**config.mk**
```make
export PLATFORM = sky130hd
export DESIGN_NAME = sprite_renderer
export DESIGN_NICKNAME = d
export VERILOG_FILES = /design/src/sprite_pkg.sv /design/src/sprite_renderer.sv
export SDC_FILE = /design/constraint.sdc
export NUM_CORES = 1
export LEC_CHECK = 0
export CORE_ASPECT_RATIO = 1.75
export CORE_MARGIN = 1
export CORE_UTILIZATION = 33
export DETAILED_ROUTE_END_ITERATION = 10
export DONT_BUFFER_PORTS = 1
export HOLD_SLACK_MARGIN = 0.08
export PLACE_DENSITY = 0.58
export SETUP_SLACK_MARGIN = 0.3
export SLEW_MARGIN = 20
export SYNTH_ARGS = -nofsm -noshare
export SYNTH_HDL_FRONTEND = slang
export SYNTH_SLANG_ARGS = --single-unit
export TNS_END_PERCENT = 50
```
**constraint.sdc**
```tcl
create_clock -name CLK -period 3.7 [get_ports CLK]
set_clock_uncertainty 0.15 [all_clocks]
set_input_delay 0 -clock CLK [delete_from_list [all_inputs] [get_ports CLK]]
set_output_delay 0 -clock CLK [all_outputs]
set_load 0.01 [all_outputs]
```
**src/sprite_pkg.sv**
```systemverilog
package sprite_pkg;

	// Bus and pixel widths
	localparam int COORD_BITS    = 10;
	localparam int COLOR_BITS    = 8;
	localparam int MEM_ADDR_BITS = 16;
	localparam int WORD_BITS     = 16;

	// X word
	localparam int X_COORD_LSB  = 0;
	localparam int X_COORD_MSB  = 9;
	localparam int X_ENABLE_BIT = 10;
	localparam int X_PAL_LSB    = 11;
	localparam int X_PAL_MSB    = 14;
	localparam int X_STRIDE_BIT = 15;

	// Y word
	localparam int Y_START_LSB = 0;
	localparam int Y_START_MSB = 9;
	localparam int Y_WIDTH_LSB = 10;
	localparam int Y_WIDTH_MSB = 15;

	// H word, depth bit set means 5 bpp
	localparam int H_END_LSB   = 0;
	localparam int H_END_MSB   = 9;
	localparam int H_DEPTH_BIT = 15;

	// Sheet words per row for stride select 0 and 1
	localparam logic [MEM_ADDR_BITS-1:0] ROW_WORDS_WIDE   = 16'd80;
	localparam logic [MEM_ADDR_BITS-1:0] ROW_WORDS_NARROW = 16'd64;

	typedef enum logic [3:0] {
		r_idle,
		r_begin,
		r_load_regs,
		r_load_addr,
		r_request,
		r_wait_data,
		r_blit4_0,
		r_blit4_1,
		r_blit4_2,
		r_blit4_3,
		r_blit5_0,
		r_blit5_1,
		r_blit5_2,
		r_finish
	} render_state_t;

	// Host address bits 9:8
	typedef enum logic [1:0] {
		sel_x = 2'd0,
		sel_y = 2'd1,
		sel_h = 2'd2,
		sel_a = 2'd3
	} attr_sel_t;

endpackage

```
**src/sprite_renderer.sv**
```systemverilog
`timescale 1ns/1ps

module sprite_renderer #(
	parameter int NUM_SPRITES = 256
) (
	input  logic                                 CLK,
	input  logic                                 RSTb,
	input  logic                                 H_tick,
	input  logic [sprite_pkg::COORD_BITS-1:0]    display_y,
	output logic [$clog2(NUM_SPRITES)-1:0]       sprite_index,
	input  logic [sprite_pkg::WORD_BITS-1:0]     x_word,
	input  logic [sprite_pkg::WORD_BITS-1:0]     y_word,
	input  logic [sprite_pkg::WORD_BITS-1:0]     h_word,
	input  logic [sprite_pkg::WORD_BITS-1:0]     a_word,
	output logic [sprite_pkg::MEM_ADDR_BITS-1:0] memory_address,
	input  logic [sprite_pkg::WORD_BITS-1:0]     memory_data,
	output logic                                 rvalid,
	input  logic                                 rready,
	output logic                                 draw_wr,
	output logic [sprite_pkg::COORD_BITS-1:0]    draw_x,
	output logic [sprite_pkg::COLOR_BITS-1:0]    draw_color
);
	import sprite_pkg::*;

	localparam int IDX_BITS   = $clog2(NUM_SPRITES);
	localparam int COUNT_BITS = Y_WIDTH_MSB - Y_WIDTH_LSB + 1;

	render_state_t state;

	logic [COORD_BITS-1:0]        cur_x;
	logic [COORD_BITS-1:0]        cur_v;
	logic [X_PAL_MSB-X_PAL_LSB:0] palette;
	logic [COUNT_BITS-1:0]        pix_count;
	logic [MEM_ADDR_BITS-1:0]     word_offset;
	logic [WORD_BITS-1:0]         word_data;

	logic [COORD_BITS-1:0]    y_start;
	logic [COORD_BITS-1:0]    y_end;
	logic [COUNT_BITS-1:0]    width_m1;
	logic                     on_line;
	logic                     last_sprite;
	logic                     last_pixel;
	logic [MEM_ADDR_BITS-1:0] v_ext;
	logic [MEM_ADDR_BITS-1:0] row_offset;
	logic                     is_blit;
	logic                     is_blit5;
	logic                     last_in_word;
	logic [4:0]               pixel;

	// Attribute fields, valid from the load state onwards
	assign y_start  = y_word[Y_START_MSB:Y_START_LSB];
	assign y_end    = h_word[H_END_MSB:H_END_LSB];
	assign width_m1 = y_word[Y_WIDTH_MSB:Y_WIDTH_LSB];
	assign on_line  = x_word[X_ENABLE_BIT] && (display_y >= y_start) && (display_y <= y_end);

	assign last_sprite = (sprite_index == IDX_BITS'(NUM_SPRITES - 1));
	assign last_pixel  = (pix_count == width_m1);

	// Sheet row start relative to the sprite base
	assign v_ext      = MEM_ADDR_BITS'(cur_v);
	assign row_offset = x_word[X_STRIDE_BIT] ? v_ext * ROW_WORDS_NARROW : v_ext * ROW_WORDS_WIDE;

	// Pixel unpack, low bits first
	always_comb begin
		is_blit      = 1'b1;
		is_blit5     = 1'b0;
		last_in_word = 1'b0;
		pixel        = '0;
		case (state)
			r_blit4_0: pixel = {1'b0, word_data[3:0]};
			r_blit4_1: pixel = {1'b0, word_data[7:4]};
			r_blit4_2: pixel = {1'b0, word_data[11:8]};
			r_blit4_3: begin
				pixel        = {1'b0, word_data[15:12]};
				last_in_word = 1'b1;
			end
			r_blit5_0: begin
				pixel    = word_data[4:0];
				is_blit5 = 1'b1;
			end
			r_blit5_1: begin
				pixel    = word_data[9:5];
				is_blit5 = 1'b1;
			end
			r_blit5_2: begin
				// Bit 15 carries no pixel
				pixel        = word_data[14:10];
				is_blit5     = 1'b1;
				last_in_word = 1'b1;
			end
			default: is_blit = 1'b0;
		endcase

		// Zero is transparent
		draw_wr    = is_blit && (pixel != '0);
		draw_color = is_blit5 ? {palette[3:1], pixel} : {palette, pixel[3:0]};
	end

	assign draw_x = cur_x;

	always_ff @(posedge CLK) begin
		if (!RSTb) begin
			state        <= r_idle;
			sprite_index <= '0;
			rvalid       <= 1'b0;
		end else if (H_tick) begin
			// New line restarts from sprite 0
			state        <= r_begin;
			sprite_index <= '0;
			rvalid       <= 1'b0;
		end else begin
			case (state)
				r_begin: state <= r_load_regs;
				r_load_regs: state <= on_line ? r_load_addr : r_finish;
				r_load_addr: state <= r_request;
				r_request: begin
					rvalid <= 1'b1;
					state  <= r_wait_data;
				end
				r_wait_data: begin
					if (rready) begin
						rvalid <= 1'b0;
						state  <= h_word[H_DEPTH_BIT] ? r_blit5_0 : r_blit4_0;
					end
				end
				r_blit4_0, r_blit4_1, r_blit4_2, r_blit4_3,
				r_blit5_0, r_blit5_1, r_blit5_2: begin
					if (last_pixel) begin
						state <= r_finish;
					end else if (last_in_word) begin
						state <= r_load_addr;
					end else begin
						state <= render_state_t'(state + 4'd1);
					end
				end
				r_finish: begin
					sprite_index <= sprite_index + 1'b1;
					state        <= last_sprite ? r_idle : r_begin;
				end
				default: state <= r_idle;
			endcase
		end
	end

	// Per-sprite working registers
	always_ff @(posedge CLK) begin
		case (state)
			r_load_regs: begin
				cur_x       <= x_word[X_COORD_MSB:X_COORD_LSB];
				cur_v       <= display_y - y_start;
				palette     <= x_word[X_PAL_MSB:X_PAL_LSB];
				pix_count   <= '0;
				word_offset <= '0;
			end
			r_load_addr: memory_address <= a_word + row_offset + word_offset;
			r_wait_data: begin
				if (rready) begin
					word_data <= memory_data;
				end
			end
			default: begin
				if (is_blit) begin
					cur_x     <= cur_x + 1'b1;
					pix_count <= pix_count + 1'b1;
					if (last_in_word) begin
						word_offset <= word_offset + 1'b1;
					end
				end
			end
		endcase
	end

endmodule

```
==> results of run 1 <==
-- through the flow --
| step | utilization (%) | hold WS, ps | total power, W | TNS (ps) |
|---|---|---|---|---|
| floorplan | - | -51.1 | 0.00146 | 0 |
| global placement | 36.1 | -51.1 | 0.00152 | -33.9 |
| detailed placement | 36.1 | -51.1 | 0.00153 | -209 |
| CTS | 42.1 | 80.2 | 0.00257 | 0 |
| global route | 42.9 | 119 | 0.00268 | -202 |
| finish | 42.9 | 91.7 | 0.00257 | 0 |
-- critical path, stage by stage (launching register included) --
cell	delay, ps
sky130_fd_sc_hd__edfxtp_1	460
sky130_fd_sc_hd__ha_1	370
sky130_fd_sc_hd__ha_4	280
sky130_fd_sc_hd__a21oi_2	60
sky130_fd_sc_hd__o21bai_2	160
sky130_fd_sc_hd__nand3_2	130
sky130_fd_sc_hd__a2111oi_4	300
sky130_fd_sc_hd__nor3_1	100
sky130_fd_sc_hd__fa_2	370
sky130_fd_sc_hd__xor2_2	170
sky130_fd_sc_hd__xnor2_2	220
sky130_fd_sc_hd__o21bai_1	160
sky130_fd_sc_hd__nand3_1	100
sky130_fd_sc_hd__a311oi_2	260
sky130_fd_sc_hd__xnor2_1	80
-- layout by cell type (no fill, tap or decap), drive strengths merged, types with 4 or more instances in the layout --
cell         netlist  final
o21bai             6      6
nand4             11     11
nor2              65     65
a21oi             32     32
nand2             50     50
dfxtp             13     13
buf               13     24
xor2              33     33
a22o               5      5
and4               4      4
nor3               8      8
o21ai             27     27
and3               7      7
a211oi             5      5
dlygate4sd3        0     71
nand3             21     21
xnor2             31     31
nor2b              6      6
nor4               5      5
inv               49     49
edfxtp            78     78
fa                14     14
a22oi              6      6
nand3b             4      4
clkbuf             5     12
o22ai              4      4
ha                62     62
nand2b             7      7
a221oi             5      5
a21o              18     18
mux2               4      4
-- kinds of logic after synthesis --
group / after synthesis / share of synthesized area, %
buf+inv: 67 / 4.35
xor+xnor: 64 / 8.62
simple gates: 199 / 14.6
fa+ha+maj: 76 / 16.2
compound gates: 136 / 15.0
flops: 91 / 40.0
mux: 7 / 1.15
-- state kept, by name, summed over array words and instances (netlist names) --
name / cells
memory_address: 16
rvalid: 1
palette: 4
word_offset: 16
state: 4
pix_count: 6
word_data: 16
draw_x: 10
cur_v: 10
sprite_index: 8
-- how the worst max path moves through the flow --
stage               depth (start not counted)            endpoint  slack, ps
CTS                                        15  memory_address[15]          6
floorplan                                  14  memory_address[15]         80
global route                               15  memory_address[15]       -130
finish                                     14  memory_address[15]         70
global placement                           13  memory_address[15]        -30
detailed placement                         13  memory_address[15]       -100
-- per-layer routing --
metal | wire [um] | part of all wire, % | track usage [%]
met1 | 5890 | 37 | 16.1
met3 | 563 | 3.5 | 2.82
met4 | 668 | 4.2 | 8.64
met2 | 8940 | 56 | 30.6
met5 | 0 | 0 | 0
-- power breakdown --
group	leakage, nW	switching [W]	internal [W]
clock network	0.142	0.000382	0.000558
registers	0.807	0.00000605	0.00113
logic	2.25	0.000234	0.000260
-- area by class of cell --
type | instances | area (um^2)
Clock inverter | 4 | 48.8
Tap cell | 241 | 302
Fill cell | 1785 | 11000
Timing Repair Buffer | 95 | 895
Inverter | 49 | 184
Clock buffer | 12 | 256
Multi-Input combinational cell | 482 | 3940
Sequential cell | 91 | 2600
-- what timing repair did --
| action | 4_1_cts | 5_1_grt |
|---|---|---|
| buffers inserted | 2 | 2 |
| endpoints found under the setup margin | 6 | 6 |
| pin swaps | 10 | 9 |
| endpoints found under the hold margin | 63 | 0 |
| gates cloned | 0 | 0 |
| hold buffers | 71 | 0 |
| gates resized for setup | 15 | 23 |
==> results.txt, run 1 <==
The flow ran to the end, and the final reports show no timing, DRC or antenna violations. The path with the worst hold slack has its endpoint at cur_v[6]. The detail route stage leaves a number of antenna-violating nets equal to 0.

The summed instance area of the synthesized netlist is 6500 um^2. The number of port buffers is 0. The number of setup violations in the final report came out at 0. Summing all placed instances gives a cell area of 6940 um^2. The maximum frequency from static timing analysis came out at 276 MHz. The detailed-placement wirelength estimate is 11800 um.

The post-route fraction of the period consumed by the critical path is about 98%. The post-synthesis instance total came out at 640. The leakage component of the power came out at 3.20 nW. The count of cells along the worst register-to-register path is 14. After the flow finishes, the layout carries non-filler instances totaling 974. STA classifies the critical path startpoint as a register.

The post-synthesis to final-layout area growth came out at 26.5%. At the pin with the least slew margin, the transition time is just over 800 ps. Of the cells placed in the final design, the portion with a size suffix greater than 1 is 12.3%. The wire length after detailed routing came out at 16100 um.

The maximum level of the CTS H-tree came out at 3. The count of distinct cell types in the synthesized netlist came out at 69. The startpoint identified for the worst hold timing path is y_word[5].

The routability-driven placement congestion ratio came out at 0.844. The number of instances on the worst hold path is 4. The most used flip-flop cell after synthesis is sky130_fd_sc_hd__edfxtp_1. In the final routed layout, each cell accounts on average for between 15 and 20 um. The chip height is 188 um. The number of sinks driven by the clock tree is 91. The number of max-slew violations in the final report came to 0. The number of nets produced by synthesis is 810.

Setup slack closes at ~74 ps. The largest fanout on the critical path is 5. The die covers ~20000 um^2. The endpoint of the worst register-to-register path is memory_address[15]. The beginning of the worst register-to-register path is cur_v[3]. The post-route DRC violation count is 0.

Using the TritonRoute via totals, the vias-per-cell ratio works out to 5.28. In this run the worst hold path is classified as input port to register. The number of violations reported at the end of detailed-routing iteration 0 came out at 221.

For the worst setup path, the data arrival time is 3570 ps. The mean cell area of the mapped netlist came out at between 10 and 15 um^2. The total clock buffers created by CTS is 9. The wire length of the first global-routing pass is 25900 um. The root buffer selected by CTS is sky130_fd_sc_hd__clkbuf_16. The count of synthesis-stage warnings from yosys came out at 0.

The clock input transition at the sequential cells of the worst setup and hold paths is 60 ps. The critical path required time is 3650 ps. The floorplan step set the die width to 108 um. The via count of the first global-routing pass was 5430. The cell taking the most area after synthesis is sky130_fd_sc_hd__edfxtp_1. The largest net degree at the start of global routing came out at 27. The flop-to-flop setup slack came out at between 70 and 80 ps. The worst-case vdd ir drop is 0.000231 V. In this run the worst setup path begins at cur_v[3].

Timing analysis after detailed placement gives a worst setup slack of -103 ps. The clock network latency to the later pin of the worst-skew pair came out at ~350 ps. In the post-synthesis netlist, the cell with the most instances is sky130_fd_sc_hd__edfxtp_1.

The post-route minimum period came out at approximately 3600 ps. The number of top-level pins came out at around 140. The worst setup path is captured at a register. The commonest cells after synthesis are sky130_fd_sc_hd__edfxtp_1 (78), sky130_fd_sc_hd__nor2_1 (64), sky130_fd_sc_hd__ha_1 (62), sky130_fd_sc_hd__nand2_1 (50), sky130_fd_sc_hd__inv_1 (48). The final hold violation count is 0. The number of antenna violations at the first check in global routing is 0. The proportion of netlist area held by the largest area contributor is between 30% and 40%. TritonCTS built the clock tree.

The total of flip-flops plus latches after synthesis came out at a little over 90. The initial utilization of the core area, before any placement, comes to 33.9%. The overall track demand over capacity in global routing is 16.2%. Setup repair after global routing could not meet its margin everywhere. Summing the sequential cell areas from Yosys gives 40.0% of the chip area. The critical path is of the register to register type.

The deepest clock path buffer count is 2. For this run, asynchronously set or reset flops after synthesis account for 0%. The finished cells cover just over 8000 um^2.

The final route contains slightly above 5000 vias. The power density normalized to cell area came out at 312 nW/um^2. Headroom to the max-slew limit came out at 45.1%. The number of max-cap violations came out at 0. The number of antenna diodes in the final layout is 0. The number of detailed-route iterations in the first pass is 4. The leftover overflow at the end of global routing came out at 0.

By area the synthesized netlist is led by sky130_fd_sc_hd__edfxtp_1 (36%), sky130_fd_sc_hd__ha_1 (12%), sky130_fd_sc_hd__xor2_1 (4.4%). At the end of the flow, the number of nets in the layout was 898. The number of enable flip-flop cells after synthesis is between 70 and 80.

The initialized floorplan defines 67 standard-cell rows. The core box area came out at approximately 19000 um^2. The placed cell count came out at 883.
No activity file was read; power rests on OpenSTA's default activity.
==> inputs of run 2 (changes only) <==
--- a/config.mk
+++ b/config.mk
@@ -12,6 +12,7 @@
 export DONT_BUFFER_PORTS = 1
 export HOLD_SLACK_MARGIN = 0.08
 export PLACE_DENSITY = 0.58
+export REMOVE_ABC_BUFFERS = 1
 export SETUP_SLACK_MARGIN = 0.3
 export SLEW_MARGIN = 20
 export SYNTH_ARGS = -nofsm -noshare
==> run 2 against run 1 <==
  * Clock-buffer cell count decreased by 3
  * Critical path depth increased by 1
  * Clock power decreased by 4.5%
  * Sequential share of layout area decreased by 0.21 points
==> results.txt, run 2 (same netlist as run 1, synthesis figures left out) <==
Outcome: complete, no violations (unchanged). The area enclosed by the die boundary is 20300 um^2 (unchanged). The number of diodes added for antenna fixing was 0 (unchanged). The count of cells along the worst register-to-register path is 15 (was 14). The total clock buffers created by CTS came out at 9 (unchanged). The power share of the clock group is 35.6% (was 36.6%).

The switching part of the total power came out at 26.1% (was 24.2%). The leftover overflow at the end of global routing came out at 0 (unchanged). The max-slew headroom at the worst pin is 51.3% (was 45.1%). The final layout net count is 906 (was 898).

The commonest non-fill, non-tap cell in the layout is sky130_fd_sc_hd__edfxtp_1 (unchanged). The largest net degree at the start of global routing is 27 (unchanged). The worst hold margin came out at 84.1 ps (was 91.7 ps). The post-synthesis to final-layout area growth is 27.4% (was 26.5%). The overall power consumption is 0.00253 W (was 0.00257 W). The root buffer selected by CTS is sky130_fd_sc_hd__clkbuf_16 (unchanged). The number of instances on the worst hold path was 3 (was 4). The final hold violation count came to 0 (unchanged).

The largest stage delay on the critical path came out at 450 ps (was 460 ps). The number of detailed-route iterations in the first pass came out at 4 (unchanged). The maximum frequency from static timing analysis came to 273 MHz (was 276 MHz). The number of max-slew violations in the final report came out at 0 (unchanged).

Registers with the highest flip-flop counts: memory_address (16), word_data (16), word_offset (16) (unchanged). The number of violations reported at the end of detailed-routing iteration 0 came out at 172 (was 221). Commonest cells after routing, fill and taps aside: sky130_fd_sc_hd__edfxtp_1 (78), sky130_fd_sc_hd__dlygate4sd3_1 (68), sky130_fd_sc_hd__nor2_1 (63), sky130_fd_sc_hd__nand2_1 (49), sky130_fd_sc_hd__ha_1 (48) (was sky130_fd_sc_hd__edfxtp_1 (78), sky130_fd_sc_hd__dlygate4sd3_1 (71), sky130_fd_sc_hd__nor2_1 (64), sky130_fd_sc_hd__nand2_1 (49), sky130_fd_sc_hd__ha_1 (49)). The number of antenna-violating nets in the routed design is 0 (unchanged). The number of setup violations in the final report came out at 0 (unchanged). The worst-case vdd ir drop came out at 0.000173 V (was 0.000231 V). The deepest clock path buffer count is 2 (unchanged). The post-route fraction of the period consumed by the critical path is 99.1% (was 98.0%). The layout cell share with drive strength beyond 1 came out at 14.6% (was 12.3%). The chip height came to 188 um (unchanged). The wire length after detailed routing is 15800 um (was 16100 um).

Crit-path cells: buf_6, ha_4, ha_4, a21oi_2, o21bai_2, nand3_2, a2111oi_4, nor3_2, fa_2, xor2_1, xnor2_1, o21bai_1, nand3_1, a311oi_2, xnor2_1 (was ha_1, ha_4, a21oi_2, o21bai_2, nand3_2, a2111oi_4, nor3_1, fa_2, xor2_2, xnor2_2, o21bai_1, nand3_1, a311oi_2, xnor2_1). The wire length of the first global-routing pass came out at 26000 um (was 25900 um). The number of top-level pins is 138 (unchanged).

The slowest cell on the critical path was sky130_fd_sc_hd__edfxtp_1 (unchanged). RSZ-0062 raised after global routing: true (unchanged). The overall track demand over capacity in global routing was 16.1% (was 16.2%).

The largest fanout on the critical path is 3 (was 5). The CTS tree is yes (unchanged). The type of the worst min-delay path is input port to register (unchanged). The internal power came to 0.00187 W (was 0.00195 W).

The starting utilization of the core area is 33.9% (unchanged). The net load switching power came out at 0.000659 W (was 0.000623 W). The critical path arrival was 3610 ps (was 3570 ps). The post-route DRC violation count came out at 0 (unchanged). The core box area is 19200 um^2 (unchanged). The average wire per cell in the routed design came out at 16.0 um (was 16.5 um). The detailed-route vias per instance came out at 5.27 (was 5.28). The count of filler cells inserted in the layout came out at 1784 (was 1785). The maximum level of the CTS H-tree came out at 3 (unchanged). The detailed-placement wirelength estimate is 11700 um (was 11800 um). The number of port buffers was 0 (unchanged). The number of sinks driven by the clock tree was 91 (unchanged). The routability-driven placement congestion ratio came to 0.856 (was 0.844). The power density normalized to cell area is 305 nW/um^2 (was 312 nW/um^2). The transition time at the pin with the least slew margin is 730 ps (was 816 ps).

The number of antenna violations at the first check in global routing is 0 (unchanged). The type of the worst setup path is register to register (unchanged). The via count of the first global-routing pass came out at 5520 (was 5430).

The element type at the critical path end is a register (unchanged). The startpoint class of the critical path is a register (unchanged). The share of power burned in registers came out at 44.9% (was 44.2%).

The leakage component of the power is 3.22 nW (was 3.20 nW). The via count of the routed design came to 5171 (was 5147). The clock input transition at the sequential cells of the worst setup and hold paths is 70 ps (was 60 ps).

The post-route minimum period is 3670 ps (was 3630 ps). The combinational group share of total power came out at 19.6% (was 19.2%). The floorplan die width is 108 um (unchanged). The row count came out at 67 (unchanged). The critical path required time is 3640 ps (was 3650 ps). The number of max-cap violations is 0 (unchanged). The clock network latency to the later pin of the worst-skew pair was 340 ps (was 350 ps).
==> run 2: final timing paths <==
kind	startpoint	end	slack, ps
worst max-delay path	cur_v[3]	memory_address[15]	30
worst min-delay path	a_word[13]	memory_address[13]	80
worst max register to register	cur_v[3]	memory_address[15]	30
worst min register to register	sprite_index[4]	sprite_index[4]	470
==> run 2: area by class of cell <==
cell class              instances  area [um^2]  share of cell area (%)
repair buffers                103          966                    11.7
inverters                      49          188                    2.26
well taps                     241          302                    3.64
clock buffers                   9          225                    2.72
flip-flops and latches         91         2600                    31.4
multi-input cells             482         3930                    47.5
clock inverters                 7         70.1                   0.846
==> run 2: what timing repair did <==
item                                   4_1_cts  5_1_grt
resized for setup                           37       20
setup endpoints to repair                    6        8
endpoints found under the hold margin       59        1
hold buffers                                67        1
pin swaps                                   26       18
buffers inserted                             3        3
gates cloned                                 0        0
==> run 2: stage by stage <==
stage	setup TNS (ps)	area [um^2]	util [%]	std cells	setup WS [ps]
floorplan	-133	6400	-	622	-87.3
global placement	-457	6930	36.1	892	-180
detailed placement	-830	6930	36.1	892	-273
CTS	0	8140	42.4	978	14.4
global route	-261	8290	43.2	982	-147
finish	0	8290	43.2	982	32.6
==> run 2: layer usage <==
metal	share of wire (%)	global-route usage [%]	vias to the layer above
met5	0	0	-
met4	2.2	6.53	0
met2	58	31.6	143
met3	3.9	2.50	27
met1	36	16.0	2499
li1	-	-	2502
==> run 2: worst max-delay path: cells and delay by family, from the launching register on <==
kind                     cells  cell delay [ps]
AND/OR/NAND/NOR              3              320
AO/OA/AOI/OAI                5             1020
adder cells (fa/ha/maj)      3              860
XOR/XNOR                     3              490
flip-flops                   1              450
buffers and inverters        1              160
==> run 2: power by group through the flow <==
stage | combinational (W) | clock, W | sequential, W
2_1_floorplan | 0.000280 | 0 | 0.00116
3_3_place_gp | 0.000356 | 0 | 0.00116
3_5_place_dp | 0.000368 | 0 | 0.00116
4_1_cts | 0.000472 | 0.000929 | 0.00113
5_1_grt | 0.000550 | 0.000962 | 0.00113
6_report | 0.000495 | 0.000899 | 0.00113
==> inputs of run 3 (changes only) <==
--- a/config.mk
+++ b/config.mk
@@ -5,13 +5,14 @@
 export SDC_FILE = /design/constraint.sdc
 export NUM_CORES = 1
 export LEC_CHECK = 0
+export ABC_AREA = 1
 export CORE_ASPECT_RATIO = 1.75
 export CORE_MARGIN = 1
 export CORE_UTILIZATION = 33
 export DETAILED_ROUTE_END_ITERATION = 10
 export DONT_BUFFER_PORTS = 1
 export HOLD_SLACK_MARGIN = 0.08
-export PLACE_DENSITY = 0.58
+export PLACE_DENSITY = 0.52
 export REMOVE_ABC_BUFFERS = 1
 export SETUP_SLACK_MARGIN = 0.3
 export SLEW_MARGIN = 20
==> run 3 against run 2 <==
  * The run now ends with setup timing left
  * Final cell count rose by 13%
  * Routed wire length rose by 1.0%
  * Worst hold slack barely moved
  * Worst setup slack got worse by 120 ps
  * Maximum frequency fell by 3.1%
  * Register-to-register slack got worse by 120 ps
  * Global-route usage rose by 0.20 points
  * Utilization rose by 0.26 points
  * Clock power rose by 15%
  * Die area rose by 0.68%
  * Flip-flop and latch count did not move
  * Sequential power barely moved
  * Critical path type unchanged
  * Critical endpoint is now memory_address[14]
==> results.txt, run 3 <==
Crit-path cells: ha_4, ha_4, fa_2, buf_4, buf_6, buf_6, a21oi_2, o21ai_1, nand2_1, fa_1, ha_4, nand2_4, nor2_4, nand3_2, nand3_2, nand2_1, nor2_1, nor2_1, xnor2_1 (was buf_6, ha_4, ha_4, a21oi_2, o21bai_2, nand3_2, a2111oi_4, nor3_2, fa_2, xor2_1, xnor2_1, o21bai_1, nand3_1, a311oi_2, xnor2_1). The clock network latency to the later pin of the worst-skew pair is 350 ps (was 340 ps). Registers with the highest flip-flop counts: memory_address (16), word_data (16), word_offset (16) (unchanged).

The wire length of the first global-routing pass is 26000 um (about the same). The post-route minimum period came out at 3790 ps (was 3670 ps). Ranking of synthesized cells by area: sky130_fd_sc_hd__edfxtp_1 (36%), sky130_fd_sc_hd__ha_1 (12%), sky130_fd_sc_hd__nand2_1 (8.0%) (was sky130_fd_sc_hd__edfxtp_1 (36%), sky130_fd_sc_hd__ha_1 (12%), sky130_fd_sc_hd__xor2_1 (4.4%)).

The number of top-level pins came out at 138 (unchanged). The largest fanout on the critical path came out at 4 (was 3). The core box area came out at 19300 um^2 (was 19200 um^2). The power density normalized to cell area is 338 nW/um^2 (was 305 nW/um^2).

The leakage component of the power is 3.55 nW (was 3.22 nW). The clock input transition at the sequential cells of the worst setup and hold paths came to 60 ps (was 70 ps). The number of antenna-violating nets in the routed design came out at 0 (unchanged). The largest net degree at the start of global routing came to 26 (was 27). The post-route DRC violation count is 0 (unchanged).

The overall track demand over capacity in global routing came out at 16.3% (was 16.1%). The count of distinct cell types in the synthesized netlist is 46 (was 69). The switching part of the total power is 26.6% (was 26.1%). The dominant cell type by count on the critical path is sky130_fd_sc_hd__ha_4. The share of power burned in registers is 41.2% (was 44.9%).

The post-route fraction of the period consumed by the critical path came to 102% (was 99.1%). The buffer and inverter count on the worst path came to 3 (was 1). The chip height is 188 um (about the same). The deepest clock path buffer count is 2 (unchanged). The worst hold margin is 84.1 ps (about the same). The number of max-slew violations in the final report is 0 (unchanged). The via count of the routed design is 5386 (was 5171). The power share of the clock group came out at 36.3% (was 35.6%).

The count of filler cells inserted in the layout came out at 1954 (was 1784). The critical path arrival is 3730 ps (was 3610 ps). Most used standard cells in the synthesized netlist: sky130_fd_sc_hd__nand2_1 (140), sky130_fd_sc_hd__inv_1 (114), sky130_fd_sc_hd__edfxtp_1 (78), sky130_fd_sc_hd__ha_1 (62), sky130_fd_sc_hd__nor2_1 (61) (was sky130_fd_sc_hd__edfxtp_1 (78), sky130_fd_sc_hd__nor2_1 (64), sky130_fd_sc_hd__ha_1 (62), sky130_fd_sc_hd__nand2_1 (50), sky130_fd_sc_hd__inv_1 (48)). The transition time at the pin with the least slew margin is 719 ps (was 730 ps). The layout cell share with drive strength beyond 1 came out at 13.6% (was 14.6%). The type of the worst min-delay path was input port to register (unchanged). The commonest non-fill, non-tap cell in the layout is sky130_fd_sc_hd__nand2_1 (was sky130_fd_sc_hd__edfxtp_1). The count of synthesis-stage warnings from yosys is 0 (unchanged). The type of the worst setup path is register to register (unchanged). The final layout net count is 1037 (was 906). The family with the most delay on the worst path is adder cells (was compound AO/OA/AOI/OAI gates).

The number of antenna violations at the first check in global routing came out at 0 (unchanged). The register area share after synthesis came to 39.7% (was 40.0%). The summed instance area of the synthesized netlist is 6550 um^2 (was 6500 um^2). The post-synthesis to final-layout area growth came out at 27.9% (was 27.4%).

The maximum frequency from static timing analysis came out at 264 MHz (was 273 MHz). Commonest cells after routing, fill and taps aside: sky130_fd_sc_hd__nand2_1 (135), sky130_fd_sc_hd__inv_1 (113), sky130_fd_sc_hd__edfxtp_1 (78), sky130_fd_sc_hd__dlygate4sd3_1 (73), sky130_fd_sc_hd__nor2_1 (58) (was sky130_fd_sc_hd__edfxtp_1 (78), sky130_fd_sc_hd__dlygate4sd3_1 (68), sky130_fd_sc_hd__nor2_1 (63), sky130_fd_sc_hd__nand2_1 (49), sky130_fd_sc_hd__ha_1 (48)). The number of detailed-route iterations in the first pass is 4 (unchanged). The number of violations reported at the end of detailed-routing iteration 0 is 146 (was 172). The total clock buffers created by CTS is 9 (unchanged). The worst-case vdd ir drop was 0.000238 V (was 0.000173 V). The critical path required time is 3640 ps (about the same). The area enclosed by the die boundary came out at 20400 um^2 (was 20300 um^2). The root buffer selected by CTS is sky130_fd_sc_hd__clkbuf_16 (unchanged).

The leftover overflow at the end of global routing came out at 0 (unchanged). The number of sinks driven by the clock tree came out at 91 (unchanged). The number of enable flip-flop cells after synthesis came out at 78 (unchanged).

The proportion of netlist area held by the largest area contributor came out at 35.8% (was 36.0%). The number of diodes added for antenna fixing is 0 (unchanged). RSZ-0062 raised after global routing: true (unchanged).

The floorplan die width is 108 um (about the same). The combinational group share of total power is 22.6% (was 19.6%). The via count of the first global-routing pass is 5594 (was 5520).

The async set-or-reset flop fraction in the synthesized netlist was 0% (unchanged). The number of port buffers came to 0 (unchanged). The average wire per cell in the routed design came out at 14.3 um (was 16.0 um). The internal power came out at 0.00207 W (was 0.00187 W).

The most numerous cell in the Yosys netlist was sky130_fd_sc_hd__nand2_1 (was sky130_fd_sc_hd__edfxtp_1). The cell taking the most area after synthesis is sky130_fd_sc_hd__edfxtp_1 (unchanged). The number of setup violations in the final report is 4 (was 0). The net load switching power is 0.000753 W (was 0.000659 W).

The placed cell count is 1017 (was 892). The CTS tree was yes (unchanged). The element type at the critical path end was a register (unchanged).

The maximum level of the CTS H-tree is 3 (unchanged). The overall power consumption came out at 0.00283 W (was 0.00253 W). The post-synthesis instance total came out at 757 (was 640). The startpoint class of the critical path is a register (unchanged). The total of flip-flops plus latches after synthesis is 91 (unchanged).

The smallest setup slack after layout came out at -86.0 ps (was 32.6 ps). The starting utilization of the core area is 34.0% (was 33.9%). The routability-driven placement congestion ratio came out at 0.807 (was 0.856). The checks that failed: setup timing. The largest stage delay on the critical path was 490 ps (was 450 ps). The final hold violation count came out at 0 (unchanged). The mean cell area of the mapped netlist was 8.65 um^2 (was 10.2 um^2).

Outcome: finished, violations left (was complete, no violations). The detailed-placement wirelength estimate is 12400 um (was 11700 um). The wire length after detailed routing came out at 15900 um (was 15800 um). The number of max-cap violations is 0 (unchanged). The number of cells in the finished layout apart from fillers came out at 1113 (was 982).

The detailed-route vias per instance was 4.84 (was 5.27). The max-slew headroom at the worst pin came out at 52.0% (was 51.3%). The row count is 67 (unchanged).

The most instantiated flip-flop cell in the synthesis netlist is sky130_fd_sc_hd__edfxtp_1 (unchanged). The slowest cell on the critical path is sky130_fd_sc_hd__edfxtp_1 (unchanged).
## run 3: cell types whose count changed after synthesis, moves of 8 or more
cell,delta
sky130_fd_sc_hd__a21o_1,-14
sky130_fd_sc_hd__a21oi_1,+18
sky130_fd_sc_hd__inv_1,+66
sky130_fd_sc_hd__nand2_1,+90
sky130_fd_sc_hd__nand2_2,+8
sky130_fd_sc_hd__nand3_1,+9
sky130_fd_sc_hd__nor2_2,+9
sky130_fd_sc_hd__nor3_1,+11
sky130_fd_sc_hd__o21ai_0,+19
sky130_fd_sc_hd__xnor2_1,-13
sky130_fd_sc_hd__xor2_1,-13
## run 3: per-stage QoR
stage / cell area, um^2 / util, % / setup slack, ps / TNS [ps]
2_1_floorplan: 6480 / - / -34.2 / -34.2
3_3_place_gp: 7010 / 36.4 / -225 / -371
3_5_place_dp: 7010 / 36.4 / -361 / -750
4_1_cts: 8240 / 42.8 / -75.0 / -92.4
5_1_grt: 8370 / 43.4 / -267 / -987
6_report: 8370 / 43.4 / -86.0 / -218
## run 3: layout make-up
class,count,area [um^2],area share [%]
clock inverter,6,96.3,1.15
sequential,91,2600,31.1
timing repair buffer,109,1010,12.1
tap,241,302,3.60
clock buffer,10,229,2.73
inverter,121,454,5.42
multi-input combinational,535,3680,43.9
## run 3: worst reg2reg max path, stage by stage, from the launching register on
cell and delay (ps):
sky130_fd_sc_hd__edfxtp_1 490, sky130_fd_sc_hd__ha_4 290, sky130_fd_sc_hd__ha_4 160, sky130_fd_sc_hd__fa_2 350
sky130_fd_sc_hd__buf_4 150, sky130_fd_sc_hd__buf_6 100, sky130_fd_sc_hd__buf_6 100, sky130_fd_sc_hd__a21oi_2 100
sky130_fd_sc_hd__o21ai_1 70, sky130_fd_sc_hd__nand2_1 80, sky130_fd_sc_hd__fa_1 460, sky130_fd_sc_hd__ha_4 340
sky130_fd_sc_hd__nand2_4 70, sky130_fd_sc_hd__nor2_4 90, sky130_fd_sc_hd__nand3_2 90, sky130_fd_sc_hd__nand3_2 120
sky130_fd_sc_hd__nand2_1 70, sky130_fd_sc_hd__nor2_1 90, sky130_fd_sc_hd__nor2_1 60, sky130_fd_sc_hd__xnor2_1 120
## run 3: metal layers
metal	share of wire [%]	track usage [%]	vias to the layer above
met2	60	33.3	91
li1	-	-	2753
met3	2.8	2.59	18
met5	0	0	-
met1	35	15.0	2524
met4	2.0	6.55	0
## run 3: what timing repair did
| item | 4_1_cts | 5_1_grt |
|---|---|---|
| endpoints found under the setup margin | 6 | 7 |
| setup buffers | 6 | 1 |
| pin swaps | 25 | 16 |
| cloned | 0 | 0 |
| endpoints found under the hold margin | 77 | 0 |
| gates resized for setup | 28 | 23 |
| hold buffers | 73 | 0 |
## run 3: cells by family (layout without fill, tap and decap cells)
group / Yosys count / count (layout) / synth area share [%]
adders and majority gates: 76 / 76 / 16.1
AOI/OAI and AO/OA: 129 / 129 / 11.2
DFF: 91 / 91 / 39.7
xor gates and xnor gates: 38 / 38 / 5.08
and+or+nand+nor: 292 / 292 / 19.9
buffers and inverters: 131 / 246 / 7.91
## run 3: worst paths after layout
check,start,end,slack [ps],cells past startpoint
max,cur_v[3],memory_address[14],-90,19
min reg2reg,sprite_index[1],sprite_index[1],390,2
max reg2reg,cur_v[3],memory_address[14],-90,19
min,y_word[2],cur_v[4],80,4
## run 3: power groups by stage
| stage | logic, W | clock network (W) | registers [W] |
|---|---|---|---|
| 6_report | 0.000638 | 0.00103 | 0.00116 |
| 5_1_grt | 0.000714 | 0.00109 | 0.00117 |
| 4_1_cts | 0.000609 | 0.00105 | 0.00116 |
| 3_5_place_dp | 0.000480 | 0 | 0.00119 |
| 3_3_place_gp | 0.000474 | 0 | 0.00119 |
| 2_1_floorplan | 0.000339 | 0 | 0.00118 |
